==> config.mk <==
export PLATFORM = sky130hd
export DESIGN_NAME = stall_profiler_top
export DESIGN_NICKNAME = d
export VERILOG_FILES = /design/src/prof_count_pkg.sv /design/src/prof_reason_pkg.sv /design/src/stall_profiler_top.sv /design/src/prof_stall_histogram.sv /design/src/prof_stall_classifier.sv /design/src/prof_ex_stage.sv /design/src/prof_isd_stage.sv /design/src/prof_fe_stage.sv
export SDC_FILE = /design/constraint.sdc
export NUM_CORES = 1
export LEC_CHECK = 0
export BUFFER_PORTS_ARGS = -buffer_cell sky130_fd_sc_hd__buf_2
export CAP_MARGIN = 0
export CORE_MARGIN = 2
export CORE_UTILIZATION = 55
export DETAILED_ROUTE_END_ITERATION = 10
export GPL_ROUTABILITY_DRIVEN = 0
export PLACE_DENSITY = 0.73
export SLEW_MARGIN = 20
export SYNTH_ARGS = -nofsm -noshare
export SYNTH_HDL_FRONTEND = slang
export SYNTH_SLANG_ARGS = --single-unit
==> constraint.sdc <==
create_clock -name clk_i -period 9.2 [get_ports clk_i]
set_clock_uncertainty 0.15 [all_clocks]
set_input_delay 0.92 -clock clk_i [delete_from_list [all_inputs] [get_ports clk_i]]
set_output_delay 0.92 -clock clk_i [all_outputs]
set_load 0.03 [all_outputs]
==> src/prof_count_pkg.sv <==
`default_nettype none

package prof_count_pkg;

  localparam int unsigned CNT_WIDTH_DEFAULT = 16;
  localparam int unsigned CNT_WIDTH_MAX     = 32;

  // All-ones value of a counter of the given width
  function automatic logic [CNT_WIDTH_MAX-1:0] sat_limit(input int unsigned width);
    logic [63:0] lim;
    lim = (64'd1 << width) - 64'd1;
    return lim[CNT_WIDTH_MAX-1:0];
  endfunction

endpackage

`default_nettype wire

==> src/prof_reason_pkg.sv <==
`default_nettype none

package prof_reason_pkg;

  localparam int unsigned NUM_REASONS = 12;

  // One bit per reason, bit index equals reason code
  typedef logic [NUM_REASONS-1:0] stall_vec_t;

  // Lower code wins when several reasons are present
  typedef enum logic [3:0]
  {
    e_unknown         = 4'd0,
    e_dcache_miss     = 4'd1,
    e_interrupt       = 4'd2,
    e_exception       = 4'd3,
    e_struct_haz      = 4'd4,
    e_mul_dep         = 4'd5,
    e_load_dep        = 4'd6,
    e_data_haz        = 4'd7,
    e_mispredict      = 4'd8,
    e_branch_override = 4'd9,
    e_icache_miss     = 4'd10,
    e_fe_cmd          = 4'd11
  } stall_code_e;

  // Bit e_unknown is never set in a vector; an empty vector classifies as unknown

endpackage

`default_nettype wire
==> src/stall_profiler_top.sv <==
`default_nettype none

module stall_profiler_top
  import prof_reason_pkg::*;
  import prof_count_pkg::*;
#(
  parameter int unsigned CNT_WIDTH     = CNT_WIDTH_DEFAULT,
  parameter int unsigned NUM_EX_STAGES = 2
)
(
  input  logic                 clk_i,
  input  logic                 rst_n_i,
  input  logic                 freeze_i,
  // Front end
  input  logic                 fe_cmd_i,
  input  logic                 icache_data_v_i,
  input  logic                 br_ovr_i,
  input  logic                 mispredict_i,
  // Issue
  input  logic                 data_haz_i,
  input  logic                 load_dep_i,
  input  logic                 mul_dep_i,
  input  logic                 struct_haz_i,
  // Back end
  input  logic                 exception_i,
  input  logic                 interrupt_i,
  input  logic                 dcache_miss_i,
  // Commit and control
  input  logic                 instret_i,
  input  logic                 clear_i,
  input  logic [3:0]           rd_addr_i,
  output logic [CNT_WIDTH-1:0] rd_data_o,
  output logic [CNT_WIDTH-1:0] instret_cnt_o
);

  stall_vec_t  fe_reasons;
  stall_vec_t  isd_reasons;
  stall_vec_t  ex_reasons;
  logic        fe_frozen;
  logic        isd_frozen;
  logic        ex_frozen;
  logic        stall_v;
  logic        retire_v;
  stall_code_e stall_code;

  prof_fe_stage u_fe (
    .clk_i           (clk_i),
    .rst_n_i         (rst_n_i),
    .freeze_i        (freeze_i),
    .fe_cmd_i        (fe_cmd_i),
    .icache_data_v_i (icache_data_v_i),
    .br_ovr_i        (br_ovr_i),
    .mispredict_i    (mispredict_i),
    .reasons_o       (fe_reasons),
    .frozen_o        (fe_frozen)
  );

  prof_isd_stage u_isd (
    .clk_i           (clk_i),
    .rst_n_i         (rst_n_i),
    .reasons_i       (fe_reasons),
    .frozen_i        (fe_frozen),
    .fe_cmd_i        (fe_cmd_i),
    .icache_data_v_i (icache_data_v_i),
    .mispredict_i    (mispredict_i),
    .data_haz_i      (data_haz_i),
    .load_dep_i      (load_dep_i),
    .mul_dep_i       (mul_dep_i),
    .struct_haz_i    (struct_haz_i),
    .reasons_o       (isd_reasons),
    .frozen_o        (isd_frozen)
  );

  prof_ex_stage #(
    .NUM_EX_STAGES (NUM_EX_STAGES)
  ) u_ex (
    .clk_i         (clk_i),
    .rst_n_i       (rst_n_i),
    .reasons_i     (isd_reasons),
    .frozen_i      (isd_frozen),
    .exception_i   (exception_i),
    .interrupt_i   (interrupt_i),
    .dcache_miss_i (dcache_miss_i),
    .reasons_o     (ex_reasons),
    .frozen_o      (ex_frozen)
  );

  // Last EX register lines up with this cycle's instret
  prof_stall_classifier u_classify (
    .reasons_i    (ex_reasons),
    .frozen_i     (ex_frozen),
    .instret_i    (instret_i),
    .stall_v_o    (stall_v),
    .stall_code_o (stall_code),
    .retire_v_o   (retire_v)
  );

  prof_stall_histogram #(
    .CNT_WIDTH (CNT_WIDTH)
  ) u_hist (
    .clk_i         (clk_i),
    .rst_n_i       (rst_n_i),
    .stall_v_i     (stall_v),
    .stall_code_i  (stall_code),
    .retire_v_i    (retire_v),
    .clear_i       (clear_i),
    .rd_addr_i     (rd_addr_i),
    .rd_data_o     (rd_data_o),
    .instret_cnt_o (instret_cnt_o)
  );

endmodule

`default_nettype wire

==> src/prof_stall_histogram.sv <==
`default_nettype none

module prof_stall_histogram
  import prof_reason_pkg::*;
  import prof_count_pkg::*;
#(
  parameter int unsigned CNT_WIDTH = CNT_WIDTH_DEFAULT
)
(
  input  logic                 clk_i,
  input  logic                 rst_n_i,
  input  logic                 stall_v_i,
  input  stall_code_e          stall_code_i,
  input  logic                 retire_v_i,
  input  logic                 clear_i,
  input  logic [3:0]           rd_addr_i,
  output logic [CNT_WIDTH-1:0] rd_data_o,
  output logic [CNT_WIDTH-1:0] instret_cnt_o
);

  typedef logic [CNT_WIDTH-1:0] cnt_t;

  localparam cnt_t CNT_SAT = cnt_t'(sat_limit(CNT_WIDTH));

  cnt_t bins_q [NUM_REASONS];
  cnt_t retire_q;
  cnt_t rd_data_q;

  always_ff @(posedge clk_i or negedge rst_n_i)
  begin
    if (!rst_n_i)
    begin
      for (int i = 0; i < NUM_REASONS; i++)
      begin
        bins_q[i] <= '0;
      end
      retire_q <= '0;
    end
    else if (clear_i)
    begin
      for (int i = 0; i < NUM_REASONS; i++)
      begin
        bins_q[i] <= '0;
      end
      retire_q <= '0;
    end
    else
    begin
      // Counters stick at all ones
      if (stall_v_i && (int'(stall_code_i) < NUM_REASONS) && (bins_q[stall_code_i] != CNT_SAT))
      begin
        bins_q[stall_code_i] <= bins_q[stall_code_i] + cnt_t'(1);
      end
      if (retire_v_i && (retire_q != CNT_SAT))
      begin
        retire_q <= retire_q + cnt_t'(1);
      end
    end
  end

  // Registered read, unused addresses return zero
  always_ff @(posedge clk_i)
  begin
    rd_data_q <= (int'(rd_addr_i) < NUM_REASONS) ? bins_q[rd_addr_i] : '0;
  end

  assign rd_data_o     = rd_data_q;
  assign instret_cnt_o = retire_q;

  a_stall_xor_retire: assert property (@(posedge clk_i) disable iff (!rst_n_i)
    !(stall_v_i && retire_v_i));

endmodule

`default_nettype wire

==> src/prof_stall_classifier.sv <==
`default_nettype none

module prof_stall_classifier
  import prof_reason_pkg::*;
(
  input  stall_vec_t  reasons_i,
  input  logic        frozen_i,
  input  logic        instret_i,
  output logic        stall_v_o,
  output stall_code_e stall_code_o,
  output logic        retire_v_o
);

  stall_code_e code;

  // Scan from the top down so the lowest set bit wins
  always_comb
  begin
    code = e_unknown;
    for (int i = NUM_REASONS - 1; i >= 1; i--)
    begin
      if (reasons_i[i])
      begin
        code = stall_code_e'(i);
      end
    end
    // A chosen code must be one of the set bits
    if (code != e_unknown)
    begin
      a_code_matches: assert (reasons_i[code]);
    end
  end

  assign stall_code_o = code;
  assign stall_v_o    = ~frozen_i & ~instret_i;
  assign retire_v_o   = ~frozen_i & instret_i;

endmodule

`default_nettype wire

==> src/prof_ex_stage.sv <==
`default_nettype none

module prof_ex_stage
  import prof_reason_pkg::*;
#(
  parameter int unsigned NUM_EX_STAGES = 2
)
(
  input  logic       clk_i,
  input  logic       rst_n_i,
  input  stall_vec_t reasons_i,
  input  logic       frozen_i,
  input  logic       exception_i,
  input  logic       interrupt_i,
  input  logic       dcache_miss_i,
  output stall_vec_t reasons_o,
  output logic       frozen_o
);

  stall_vec_t be_vec;
  stall_vec_t stage_q [NUM_EX_STAGES];
  logic       frozen_q [NUM_EX_STAGES];

  // Back-end events, the same for every EX register
  always_comb
  begin
    be_vec                = '0;
    be_vec[e_exception]   = exception_i;
    be_vec[e_interrupt]   = interrupt_i;
    be_vec[e_dcache_miss] = dcache_miss_i;
  end

  for (genvar i = 0; i < NUM_EX_STAGES; i++)
  begin : g_stage
    stall_vec_t stage_in;
    logic       frozen_in;

    if (i == 0)
    begin : g_head
      assign stage_in  = reasons_i;
      assign frozen_in = frozen_i;
    end
    else
    begin : g_body
      assign stage_in  = stage_q[i-1];
      assign frozen_in = frozen_q[i-1];
    end

    always_ff @(posedge clk_i or negedge rst_n_i)
    begin
      if (!rst_n_i)
      begin
        stage_q[i]  <= '0;
        frozen_q[i] <= 1'b1;
      end
      else
      begin
        stage_q[i]  <= stage_in | be_vec;
        frozen_q[i] <= frozen_in;
      end
    end
  end

  assign reasons_o = stage_q[NUM_EX_STAGES-1];
  assign frozen_o  = frozen_q[NUM_EX_STAGES-1];

  a_ex_depth: assert property (@(posedge clk_i)
    NUM_EX_STAGES >= 1 && NUM_EX_STAGES <= 4);

endmodule

`default_nettype wire

==> src/prof_isd_stage.sv <==
`default_nettype none

module prof_isd_stage
  import prof_reason_pkg::*;
(
  input  logic       clk_i,
  input  logic       rst_n_i,
  input  stall_vec_t reasons_i,
  input  logic       frozen_i,
  input  logic       fe_cmd_i,
  input  logic       icache_data_v_i,
  input  logic       mispredict_i,
  input  logic       data_haz_i,
  input  logic       load_dep_i,
  input  logic       mul_dep_i,
  input  logic       struct_haz_i,
  output stall_vec_t reasons_o,
  output logic       frozen_o
);

  stall_vec_t isd_d;

  always_comb
  begin
    isd_d                  = reasons_i;
    // Front-end conditions that still leave issue empty
    isd_d[e_fe_cmd]       |= fe_cmd_i;
    isd_d[e_icache_miss]  |= ~icache_data_v_i;
    isd_d[e_mispredict]   |= mispredict_i;
    // Dispatch hazards
    isd_d[e_data_haz]     |= data_haz_i;
    isd_d[e_load_dep]     |= load_dep_i;
    isd_d[e_mul_dep]      |= mul_dep_i;
    isd_d[e_struct_haz]   |= struct_haz_i;
  end

  always_ff @(posedge clk_i or negedge rst_n_i)
  begin
    if (!rst_n_i)
    begin
      reasons_o <= '0;
      frozen_o  <= 1'b1;
    end
    else
    begin
      reasons_o <= isd_d;
      frozen_o  <= frozen_i;
    end
  end

endmodule

`default_nettype wire

==> src/prof_fe_stage.sv <==
`default_nettype none

module prof_fe_stage
  import prof_reason_pkg::*;
(
  input  logic       clk_i,
  input  logic       rst_n_i,
  input  logic       freeze_i,
  input  logic       fe_cmd_i,
  input  logic       icache_data_v_i,
  input  logic       br_ovr_i,
  input  logic       mispredict_i,
  output stall_vec_t reasons_o,
  output logic       frozen_o
);

  stall_vec_t if1_d;
  stall_vec_t if1_q;
  stall_vec_t if2_d;
  stall_vec_t if2_q;
  logic       if1_frozen_q;
  logic       if2_frozen_q;

  always_comb
  begin
    // IF1 starts the cycle's vector from nothing
    if1_d                      = '0;
    if1_d[e_fe_cmd]            = fe_cmd_i;
    if1_d[e_branch_override]   = br_ovr_i;

    if2_d                      = if1_q;
    if2_d[e_fe_cmd]           |= fe_cmd_i;
    // No fetch data means the icache missed
    if2_d[e_icache_miss]      |= ~icache_data_v_i;
    if2_d[e_mispredict]       |= mispredict_i;
  end

  always_ff @(posedge clk_i or negedge rst_n_i)
  begin
    if (!rst_n_i)
    begin
      if1_q        <= '0;
      if2_q        <= '0;
      if1_frozen_q <= 1'b1;
      if2_frozen_q <= 1'b1;
    end
    else
    begin
      if1_q        <= if1_d;
      if2_q        <= if2_d;
      if1_frozen_q <= freeze_i;
      if2_frozen_q <= if1_frozen_q;
    end
  end

  assign reasons_o = if2_q;
  assign frozen_o  = if2_frozen_q;

  a_fe_known: assert property (@(posedge clk_i) disable iff (!rst_n_i)
    !$isunknown({reasons_o, frozen_o}));

endmodule

`default_nettype wire

* After elaboration in Yosys (flattened, before gate mapping)
Cells that the tools add are included.
** Storage, ports and cells
- Bits in latches :: 0
- Flip-flop bits (word level) :: 267
- Bits of input ports :: 20
- Output and inout port bits :: 32
- Bits in writable memories :: 0
- Memories kept :: 0
- Memory bits (read-only) :: 0
** Cells by class
- $mul :: 0
- Add/sub/neg operators :: 2
- Div/mod/pow operators :: 0
- Multiplexer cells :: 24
- Reductions and logical operators :: 6
- Eq/ne operators :: 2
- Bitwise operators :: 13
- Shift operators :: 0
- $lt $le $gt $ge :: 5
** Operator list (number)
- two-way mux 192 bit :: 2
- bitwise mux 192 bit :: 1
- binary-select mux 16 bit (select 4 bit) :: 2
- two-way mux 16 bit :: 7
- demux 16 bit (select 4 bit) :: 1
- two-way mux 4 bit :: 11
- adder 16 x 1 -> 16 bit (second input constant) :: 2
- != test 16 bit (second input constant) :: 2
- bitwise OR 12 x 4 -> 12 bit :: 2
- >= comparator 5 bit (second input constant) :: 2
- inverter 4 -> 5 bit :: 2
- less-than comparator 4 bit (second input constant) :: 2
- less-than comparator 5 x 1 -> 1 bit (second input constant) :: 1
- logical AND 1 bit :: 4
- bitwise OR 1 bit :: 4
- nonzero test 2 bit :: 2
- inverter 1 bit :: 3
- AND 1 bit :: 2

* Depth between registers and ports, before layout
Gate-level depths: netlist of run 1.
- Depth in word-level cells :: 19
- Depth in mapped cells :: 20
- Gate-level depth less buffers :: 14

* Hierarchy
Synthesis of run 1 repeated with hierarchy kept, for this count alone.
** Second synthesis, totals
- Cell total of the unflattened synthesis :: 961
- Area total of the unflattened synthesis :: 13055.0 um^2
** Modules (own cells, without submodules)
- prof_stall_histogram :: area an instance 11599.9 um^2, times used 1, sequential area each 5525.3 um^2, cells an instance 870
- prof_ex_stage :: area an instance 690.7 um^2, times used 1, sequential area each 653.1 um^2, cells an instance 32
- prof_isd_stage :: area an instance 370.4 um^2, times used 1, sequential area each 326.6 um^2, cells an instance 20
- prof_fe_stage :: area an instance 276.5 um^2, times used 1, sequential area each 202.7 um^2, cells an instance 19
- prof_stall_classifier :: area an instance 117.6 um^2, times used 1, sequential area each 0.0 um^2, cells an instance 20

* Worst setup path before layout of run 1
OpenSTA, ideal clock, no wires.
- Path kind :: register -> register
- From :: reg u_ex.stage_q (netlist bit u_ex.reasons_o[2])
- To :: reg u_hist.bins_q[183] in the netlist's numbering
- Clock period less this slack :: 4449 ps
- Cell stages (with the launch flop) :: 18
- Path buffers :: 5
- Setup slack :: 4751 ps
- Setup time :: 67 ps
- Arrival time :: 4232 ps
- Path through :: dfrtp_1 > clkbuf_1 > inv_1 > and2_0 > clkbuf_1 > o21ai_1 > buf_2 > buf_2 > nor4_1 > a31o_2 > a2111oi_0 > ha_1 > nand4_1 > nor4_4 > nor2_2 > a31oi_2 > clkbuf_1 > a22o_1
** On the way
- Cells in the longest elaborated chain, start to end :: 10
- Elaborated cells on any way between the ends :: 20
- Those cells by class :: add/sub: 1; order compare: 3; eq/ne: 1; mux: 10; bitwise: 1; reduce/logical: 4
** Ends and longest elaborated chain
- start: declaration :: line prof_ex_stage.sv:21 : stall_vec_t stage_q [NUM_EX_STAGES];
- start signal: indexed assignment :: line prof_ex_stage.sv:58 : stage_q[i] <= stage_in | be_vec;
- two-way mux 4 bit (*) (2 in a row) :: line prof_stall_classifier.sv:22 : if (reasons_i[i])
- inverter 4 -> 5 bit (not written as such) :: line prof_stall_histogram.sv:50, prof_stall_histogram.sv:52
- binary-select mux 16 bit (select 4 bit), or another cell as far along :: line prof_stall_histogram.sv:50, prof_stall_histogram.sv:52
- two-way mux 16 bit (not written as such) / logical AND 1 bit (equally long branches) :: line prof_stall_histogram.sv:50, prof_stall_histogram.sv:52
- two-way mux 16 bit (on tied branches) :: line prof_stall_histogram.sv:50, prof_stall_histogram.sv:52
- adder 16 x 1 -> 16 bit / demux 16 bit (select 4 bit) (equally long branches) :: line prof_stall_histogram.sv:52 : bins_q[stall_code_i] <= bins_q[stall_code_i] + cnt_t'(1);
- bitwise mux 192 bit :: line prof_stall_histogram.sv:52
- two-way mux 192 bit :: line prof_stall_histogram.sv:50 : if (stall_v_i && (int'(stall_code_i) < NUM_REASONS) && (bins_q[stall_code_i] != CNT_SAT))
- two-way mux 192 bit :: line prof_stall_histogram.sv:39 : else if (clear_i)
- end signal: indexed assignment :: line prof_stall_histogram.sv:52
- end: declaration :: line prof_stall_histogram.sv:25 : cnt_t bins_q [NUM_REASONS];
Mark *: on every way between the ends. The rest lies on a longest branch, timed or not. The select of a mux whose other input is x is not followed.
A chain may end at the register's enable or synchronous reset.

* Final worst setup path of run 1
- From :: reg u_ex.stage_q (netlist bit u_ex.reasons_o[8])
- To :: reg u_hist.bins_q[24] in the netlist's numbering
** On the way
- Cells in the longest elaborated chain, start to end :: 16
- Elaborated cells on any way between the ends :: 26
- Those cells by class :: add/sub: 1; order compare: 3; eq/ne: 1; mux: 16; bitwise: 1; reduce/logical: 4
** Ends and longest elaborated chain (line)
- two-way mux 4 bit (*) (8 in a row) :: prof_stall_classifier.sv:22
- inverter 4 -> 5 bit (not written as such) :: prof_stall_histogram.sv:50, prof_stall_histogram.sv:52
- binary-select mux 16 bit (select 4 bit), or another cell as far along :: prof_stall_histogram.sv:50, prof_stall_histogram.sv:52
- two-way mux 16 bit (not written as such) / logical AND 1 bit (equally long branches) :: prof_stall_histogram.sv:50, prof_stall_histogram.sv:52
- two-way mux 16 bit (on tied branches) :: prof_stall_histogram.sv:50, prof_stall_histogram.sv:52
- adder 16 x 1 -> 16 bit / demux 16 bit (select 4 bit) (equally long branches) :: prof_stall_histogram.sv:52
- bitwise mux 192 bit :: prof_stall_histogram.sv:52
- two-way mux 192 bit :: prof_stall_histogram.sv:50
- two-way mux 192 bit :: prof_stall_histogram.sv:39
Marked as above.

==> impl_metrics.py, run 1 <==
metrics = {
    "outcome": {
        "status": "finished clean",
    },
    "global_routing": {
        "antenna_found_initial": 0,
        "grt_pass1_wl_mm": 65.1,
        "grt_pass1_vias": 10500,
        "gr-total-overflow": 0,
        "grt_max_degree": 96,
        "use_met3": 0.126,
        "grtUsageMet1": 0.501,
        "grt_util_met2": 0.500,
        "gr-usage-all-layers": 0.352,
        "gr-max-usage-layer": "met1",
    },
    "floorplanning": {
        "core_um2": 23300,
        "die_w_um": 157,
        "row_count": 56,
        "ios": 52,
        "die_area_um2": 24700,
        "initial_core_util": 0.554,
        "die_h_um": 157,
    },
    "worst_setup_path": {
        "cp_top_family": "simple AND/OR/NAND/NOR gates",
        "rr_endpoint": "u_hist.bins_q[24]",
        "cp_slowest_cell": "a2111oi_1",
        "slowest_delay_ns": 0.90,
        "worst-path-buf-inv": 1,
        "cpMostUsedCell": "nand2_1",
        "arrival_ns": 6.58,
        "end_kind": "flip-flop",
        "crit_chain": "o311ai_2, nand2_1, nand2_1, o221ai_1, a2111oi_1, nand4_1, nor4_4, buf_4, nor3_1, nor2_1, a22o_1",
        "rrSetupSlack_ns": 2.95,
        "worstPathRequired_ns": 9.53,
        "r2r_cells": 11,
        "startpoint_type": "flip-flop",
        "criticalPathCategory": "flip-flop to flip-flop",
        "crit_fanout": 23,
        "worstReg2RegStart": "u_ex.reasons_o[8]",
    },
    "drt": {
        "drtPass1Iterations": 9,
        "ant_nets": 0,
        "drt_iter0_markers": 1786,
        "vias": 10900,
        "viasPerCell": 7.33,
        "wl_per_cell_um": 28.5,
        "routed_wl_mm": 42.6,
        "post-route-drc-count": 0,
    },
    "synth": {
        "synthFlopType": "dfrtp_1",
        "syn_area_per_cell_um2": 11.6,
        "synth_seq_cells": 265,
        "synth_top_area_frac": 0.474,
        "seq_area_frac_synth": 0.509,
        "synth.distinct_cells": 68,
        "syn-cell-area_um2": 12900,
        "yosysTopAreaCell": "dfrtp_1",
        "netlist_instances": 1114,
        "ys_warn_count": 0,
        "synth_edf_count": 0,
        "syn-num-nets": 1136,
        "synth_area_leaders": "dfrtp_1 47%, mux4_2 8.4%, a22o_1 6.7%",
        "async_reset_ff_frac": 0.940,
    },
    "final_layout": {
        "final_cells": 1492,
        "utilization": 0.622,
        "drive_gt1_frac": 0.199,
        "multi_input_area_um2": 6020,
        "seqCellArea_um2": 6560,
        "antenna_cells": 0,
        "design_area_um2": 14500,
        "nets": 1174,
        "area_growth_pct": 12.3,
        "nFillCells": 1847,
    },
    "min_path": {
        "min_from": "u_isd.reasons_o[7]",
        "whs_path_depth": 0,
        "hold_path.class": "flip-flop to flip-flop",
        "hold_path_end": "u_ex.g_stage[1].stage_in[7]",
    },
    "sta": {
        "fin_crit_sh": 0.679,
        "relSlewSlack": 0.201,
        "max_freq_mhz": 160,
        "hold_viol": 0,
        "worst_slew_pin_slew_ns": 1.19,
        "slew_viol_final": 0,
        "fin_crit_ns": 6.25,
        "final.setup.tns_ns": 0,
        "hold_slack_ns": 0.197,
        "rsz0062_at_grt": "no",
        "setup_viol": 0,
    },
    "clock_network": {
        "clock-sinks": 265,
        "cts_buffer_depth": 3,
        "numCtsBuffers": 27,
        "clock_latency_ns": 0.55,
        "cts_hold_buf": 0,
        "tritoncts": "built",
        "post-cts-setup-buffer-count": 0,
        "cts.clk_slew.worst_paths_ns": 0.06,
        "cts-htree-levels": 1,
        "postCtsResizedCells": 0,
        "clock-root-buffer": "clkbuf_16",
    },
    "placed_design": {
        "post-dp-hpwl_mm": 28.0,
        "placed_cells": 1442,
        "placed_cell_area_um2": 13500,
        "port_buffers": 51,
    },
    "pwr": {
        "vdd_drop_max_mv": 0.155,
        "leakage_nw": 6.16,
        "p_per_area_nw_per_um2": 174,
    },
    "flow_run": {
        "max_cap_violations": 0,
    },
}
## final cells by class
type,count,share of cell area
flip-flops and latches,265,0.453
multi-input cells,755,0.416
clock buffers,39,0.0532
repair buffers,88,0.0378
well taps,319,0.0276
clock inverters,11,0.00838
inverters,15,0.00389
## worst register-to-register path, stage by stage (launching register included)
cell and delay (ns):
dfrtp_1 0.45, o311ai_2 0.64, nand2_1 0.66, nand2_1 0.76
o221ai_1 0.22, a2111oi_1 0.90, nand4_1 0.35, nor4_4 0.46
buf_4 0.35, nor3_1 0.13, nor2_1 0.84, a22o_1 0.29
## how the worst max path moves through the flow
stage	start	end	slack, ns	cells past startpoint
6_report	u_ex.reasons_o[8]	u_hist.bins_q[24]	2.95	11
5_1_grt	u_ex.reasons_o[8]	u_hist.bins_q[24]	2.63	11
4_1_cts	u_ex.reasons_o[10]	u_hist.bins_q[143]	3.28	15
3_5_place_dp	u_ex.reasons_o[10]	u_hist.bins_q[143]	3.32	15
3_3_place_gp	u_ex.reasons_o[10]	u_hist.bins_q[36]	2.95	15
2_1_floorplan	u_ex.reasons_o[2]	u_hist.bins_q[183]	4.75	17
## synth_stat cells (all sizes together), types with 3 or more instances
library cell    n
o22ai          11
o31ai           4
clkbuf         61
mux2i          25
o31a            4
a22o           99
a32oi           3
mux4           48
nor3           18
a221o           3
or2            13
a21oi          41
nand4          12
o21ai          43
or3            11
a2111oi         4
dfxtp          16
and3           11
dfstp           5
a21o            3
a31oi           9
a31o            3
nand2          88
nand3          23
o32ai           6
o311a           3
nor2           58
o2bb2ai        77
dfrtp         244
inv            15
o211a           3
o221ai          7
a221oi         15
xor2           13
mux2           17
nor4           21
xnor2          11
a211oi         15
buf            18
o21a            3
nand2b         10
## cell families (layout without fill, tap and decap cells)
logic type / Yosys count / in the layout / synth area share
AO/OA/AOI/OAI: 365 / 365 / 0.223
AND/OR/NAND/NOR: 274 / 274 / 0.103
flip-flops: 265 / 265 / 0.509
buffers and inverters: 94 / 153 / 0.0286
multiplexers: 90 / 90 / 0.118
XOR/XNOR: 24 / 24 / 0.0163
adder cells (fa/ha/maj): 2 / 2 / 0.00194
## metrics by stage
| stage | power [mW] | setup WS (ns) |
|---|---|---|
| 3_5_place_dp | 1.43 | 3.32 |
| 3_3_place_gp | 1.42 | 2.95 |
| 4_1_cts | 2.52 | 3.28 |
| 2_1_floorplan | 1.34 | 4.75 |
| 5_1_grt | 2.60 | 2.63 |
| 6_report | 2.52 | 2.95 |
## layer usage
metal,routed length [um],up-vias
li1,-,4413
met1,16500,5375
met2,17600,935
met3,6420,210
met4,2120,0
met5,0,-
## where the power goes
| part | switching [mW] | total [mW] | internal, mW |
|---|---|---|---|
| Sequential | 0.0153 | 1.20 | 1.18 |
| Clock | 0.462 | 1.10 | 0.639 |
| Combinational | 0.164 | 0.223 | 0.0589 |
| Total | 0.641 | 2.52 | 1.88 |
## state kept, by name, indices dropped and copies added, names as in the netlist, 2 cells and up
name	count
u_ex.g_stage.stage_in	11
u_ex.reasons_o	11
u_fe.if1_q	2
u_fe.reasons_o	4
u_hist.bins_q	192
u_hist.instret_cnt_o	16
u_hist.rd_data_o	16
u_isd.reasons_o	8
## cells in the final DEF, fill, tap and decap left out, types with 16 or more instances in the layout
cell type / Yosys / routed
dfxtp_1: 16 / 16
nor3_1: 18 / 18
buf_4: 0 / 36
nor2_1: 56 / 56
nand2_1: 88 / 88
o21ai_0: 42 / 42
mux4_2: 48 / 48
buf_2: 13 / 50
dfrtp_1: 244 / 244
a21oi_1: 38 / 38
o2bb2ai_1: 77 / 77
clkbuf_16: 0 / 27
mux2i_1: 25 / 25
nor4_1: 20 / 19
a22o_1: 99 / 99
nand3_1: 23 / 23
(Power assumes the default switching activity.)
==> run 2, diff against run 1 <==
--- a/config.mk
+++ b/config.mk
@@ -5,6 +5,7 @@
 export SDC_FILE = /design/constraint.sdc
 export NUM_CORES = 1
 export LEC_CHECK = 0
+export ABC_AREA = 1
 export BUFFER_PORTS_ARGS = -buffer_cell sky130_fd_sc_hd__buf_2
 export CAP_MARGIN = 0
 export CORE_MARGIN = 2
==> constraint.sdc (replaced) <==
create_clock -name clk_i -period 5.92 [get_ports clk_i]
set_clock_uncertainty 0.15 [all_clocks]
set_input_delay 0.592 -clock clk_i [delete_from_list [all_inputs] [get_ports clk_i]]
set_output_delay 0.592 -clock clk_i [all_outputs]
set_load 0.03 [all_outputs]
==> run 2 against run 1 <==
The flow now finishes with violations (DRC, hold timing). Critical path depth increased by 9. Non-clock buffer count unchanged. First-iteration DRC count increased by 5.1%. Register-to-register slack got worse by 2.1 ns. Largest power group is now clock.
==> impl_metrics.py, run 2 <==
metrics = {
    "synth": {
        "synth_seq_cells": 265,
        "seq_area_frac_synth": 0.448,
        "yosysMostFrequentCell": "nand2_1",
        "async_reset_ff_frac": 0.940,
        "yosysTopAreaCell": "dfrtp_1",
        "synth.distinct_cells": 41,
        "syn-cell-area_um2": 14600,
        "synth_common_cells": "518 x nand2_1, 282 x nand3_1, 244 x dfrtp_1, 189 x o21ai_0, 175 x inv_1",
        "synth_edf_count": 0,
        "synthFlopType": "dfrtp_1",
        "netlist_instances": 2020,
        "syn_area_per_cell_um2": 7.25,
        "syn-num-nets": 2042,
        "ys_warn_count": 0,
        "synth_area_leaders": "dfrtp_1 42%, nand2_1 13%, nand3_1 9.6%",
        "synth_top_area_frac": 0.417,
    },
    "floorplanning": {
        "row_count": 59,
        "core_um2": 26100,
        "die_w_um": 167,
        "initial_core_util": 0.560,
        "ios": 52,
        "die_h_um": 167,
        "die_area_um2": 27900,
    },
    "drt": {
        "wl_per_cell_um": 20.1,
        "routed_wl_mm": 47.7,
        "ant_nets": 0,
        "drtPass1Iterations": 9,
        "drt_iter0_markers": 1877,
        "vias": 14700,
        "post-route-drc-count": 1,
        "viasPerCell": 6.20,
    },
    "global_routing": {
        "grt_util_met2": 0.518,
        "grtUsageMet1": 0.470,
        "gr-total-overflow": 0,
        "grt_pass1_wl_mm": 76.2,
        "antenna_found_initial": 0,
        "gr-max-usage-layer": "met2",
        "gr-usage-all-layers": 0.342,
        "grt_pass1_vias": 13900,
        "grt_max_degree": 140,
        "use_met3": 0.0584,
    },
    "sta": {
        "worst_slew_pin_slew_ns": 1.02,
        "hold_slack_ns": -0.0884,
        "max_freq_mhz": 197,
        "fin_crit_ns": 5.07,
        "hold_viol": 32,
        "relSlewSlack": 0.320,
        "final.setup.tns_ns": 0,
        "rsz0062_at_grt": "no",
        "fin_crit_sh": 0.857,
        "setup_viol": 0,
        "slew_viol_final": 0,
    },
    "final_layout": {
        "final_common_cell": "nand2_1",
        "antenna_cells": 0,
        "nets": 2031,
        "most-common-layout-cells": "518 x nand2_1, 282 x nand3_1, 244 x dfrtp_1",
        "area_growth_pct": 9.88,
        "utilization": 0.616,
        "top_register": "u_hist.bins_q",
        "largest_reg_flops": 192,
        "drive_gt1_frac": 0.0895,
    },
    "pwr": {
        "seqPwrFrac": 0.422,
        "leakage_nw": 7.81,
        "p_comb_frac": 0.121,
        "vdd_drop_max_mv": 0.255,
        "net-switching-power_mw": 1.20,
        "swShare": 0.273,
        "power.internal_mw": 3.21,
        "p_per_area_nw_per_um2": 274,
        "p_clk_frac": 0.457,
    },
    "worst_setup_path": {
        "worstPathRequired_ns": 6.21,
        "worstReg2RegStart": "u_ex.reasons_o[8]",
        "crit_fanout": 19,
        "rr_endpoint": "u_hist.bins_q[96]",
        "rrSetupSlack_ns": 0.85,
        "arrival_ns": 5.36,
        "crit_start": "u_ex.reasons_o[8]",
        "end_kind": "flip-flop",
        "criticalPathCategory": "flip-flop to flip-flop",
        "r2r_cells": 20,
        "startpoint_type": "flip-flop",
    },
    "clock_network": {
        "tritoncts": "built",
        "clock_latency_ns": 0.56,
        "cts-htree-levels": 1,
        "cts_buffer_depth": 3,
        "numCtsBuffers": 30,
        "post-cts-setup-buffer-count": 0,
        "clock-root-buffer": "clkbuf_16",
        "cts.clk_slew.worst_paths_ns": 0.06,
        "postCtsResizedCells": 0,
        "cts_hold_buf": 10,
        "clock-sinks": 265,
    },
    "flow_run": {
        "max_cap_violations": 0,
    },
    "placed_design": {
        "port_buffers": 51,
        "post-dp-hpwl_mm": 29.5,
    },
    "outcome": {
        "status": "finished with violations",
        "violations": "DRC, hold timing",
    },
    "min_path": {
        "hold_path.class": "input pin to asynchronous set/reset pin",
    },
}
## run 2: cell types whose count changed in the layout (fill, tap and decap cells not counted), sizes merged, moves of 77 or more
cell,delta
o21ai,+189
a22o,-99
o2bb2ai,-77
nand3,+272
inv,+165
nand2,+437
nor2,+119
## run 2: area by class of cell
type / instances / area [um2]
Clock buffer: 47 / 926
Clock inverter: 9 / 151
Fill cell: 2415 / 10000
Inverter: 185 / 699
Multi-Input combinational cell: 1439 / 6760
Sequential cell: 265 / 6560
Tap cell: 335 / 419
Timing Repair Buffer: 88 / 583
## run 2: worst max path at each step
| stage | endpoint | slack (ns) | depth (start not counted) |
|---|---|---|---|
| floorplan | u_hist.bins_q[38] | 2.64 | 23 |
| global placement | u_hist.bins_q[67] | 1.20 | 20 |
| detailed placement | u_hist.bins_q[110] | 1.02 | 20 |
| CTS | u_hist.bins_q[110] | 1.05 | 25 |
| global route | u_hist.bins_q[110] | 0.52 | 20 |
| finish | u_hist.bins_q[96] | 0.85 | 20 |
## run 2: routing by layer
metal  up-vias  share of wire  routed length [um]
li1       6617              -                   -
met1      6934           0.40               19100
met2       899           0.43               20700
met3       226           0.10                4780
met4         0          0.065                3100
met5         -              0                   0
## run 2: per-stage QoR
stage	power (mW)	cells	setup slack [ns]	area (um2)
global placement	2.40	2302	1.20	14900
finish	4.41	2368	0.849	16100
detailed placement	2.41	2302	1.02	14900
global route	4.55	2368	0.519	16100
floorplan	2.22	2020	2.64	14600
CTS	4.41	2368	1.05	16100
## run 2: cell families after synthesis
group                      count (synthesis)  synth area share
and+or+nand+nor                         1097             0.338
AOI/OAI and AO/OA                        338             0.121
buffers and inverters                    316            0.0911
DFF                                      265             0.448
xor gates and xnor gates                   2           0.00120
adders and majority gates                  2           0.00171
## run 2: power by group through the flow
stage | Sequential [mW] | Clock, mW | Combinational (mW)
finish | 1.86 | 2.02 | 0.534
global route | 1.87 | 2.11 | 0.577
CTS | 1.86 | 2.03 | 0.520
detailed placement | 1.90 | 0 | 0.513
global placement | 1.89 | 0 | 0.507
floorplan | 1.91 | 0 | 0.301
## run 2: critical path: stages (launching register included)
cell and delay [ns]:
dfrtp_1 0.38, nor2_1 0.14, o21ai_1 0.08, nand2_1 0.06
nand2_1 0.08, a21oi_4 0.63, inv_2 0.36, nand2_2 0.28
inv_2 0.23, nand2_1 0.13, nand3b_1 0.08, nand2_1 0.10
nand3_2 0.20, ha_1 0.27, inv_1 0.08, nor2_1 0.06
nand2_1 0.11, nor2_4 0.08, nand2_4 0.25, nand4_1 0.71
o21ai_0 0.47
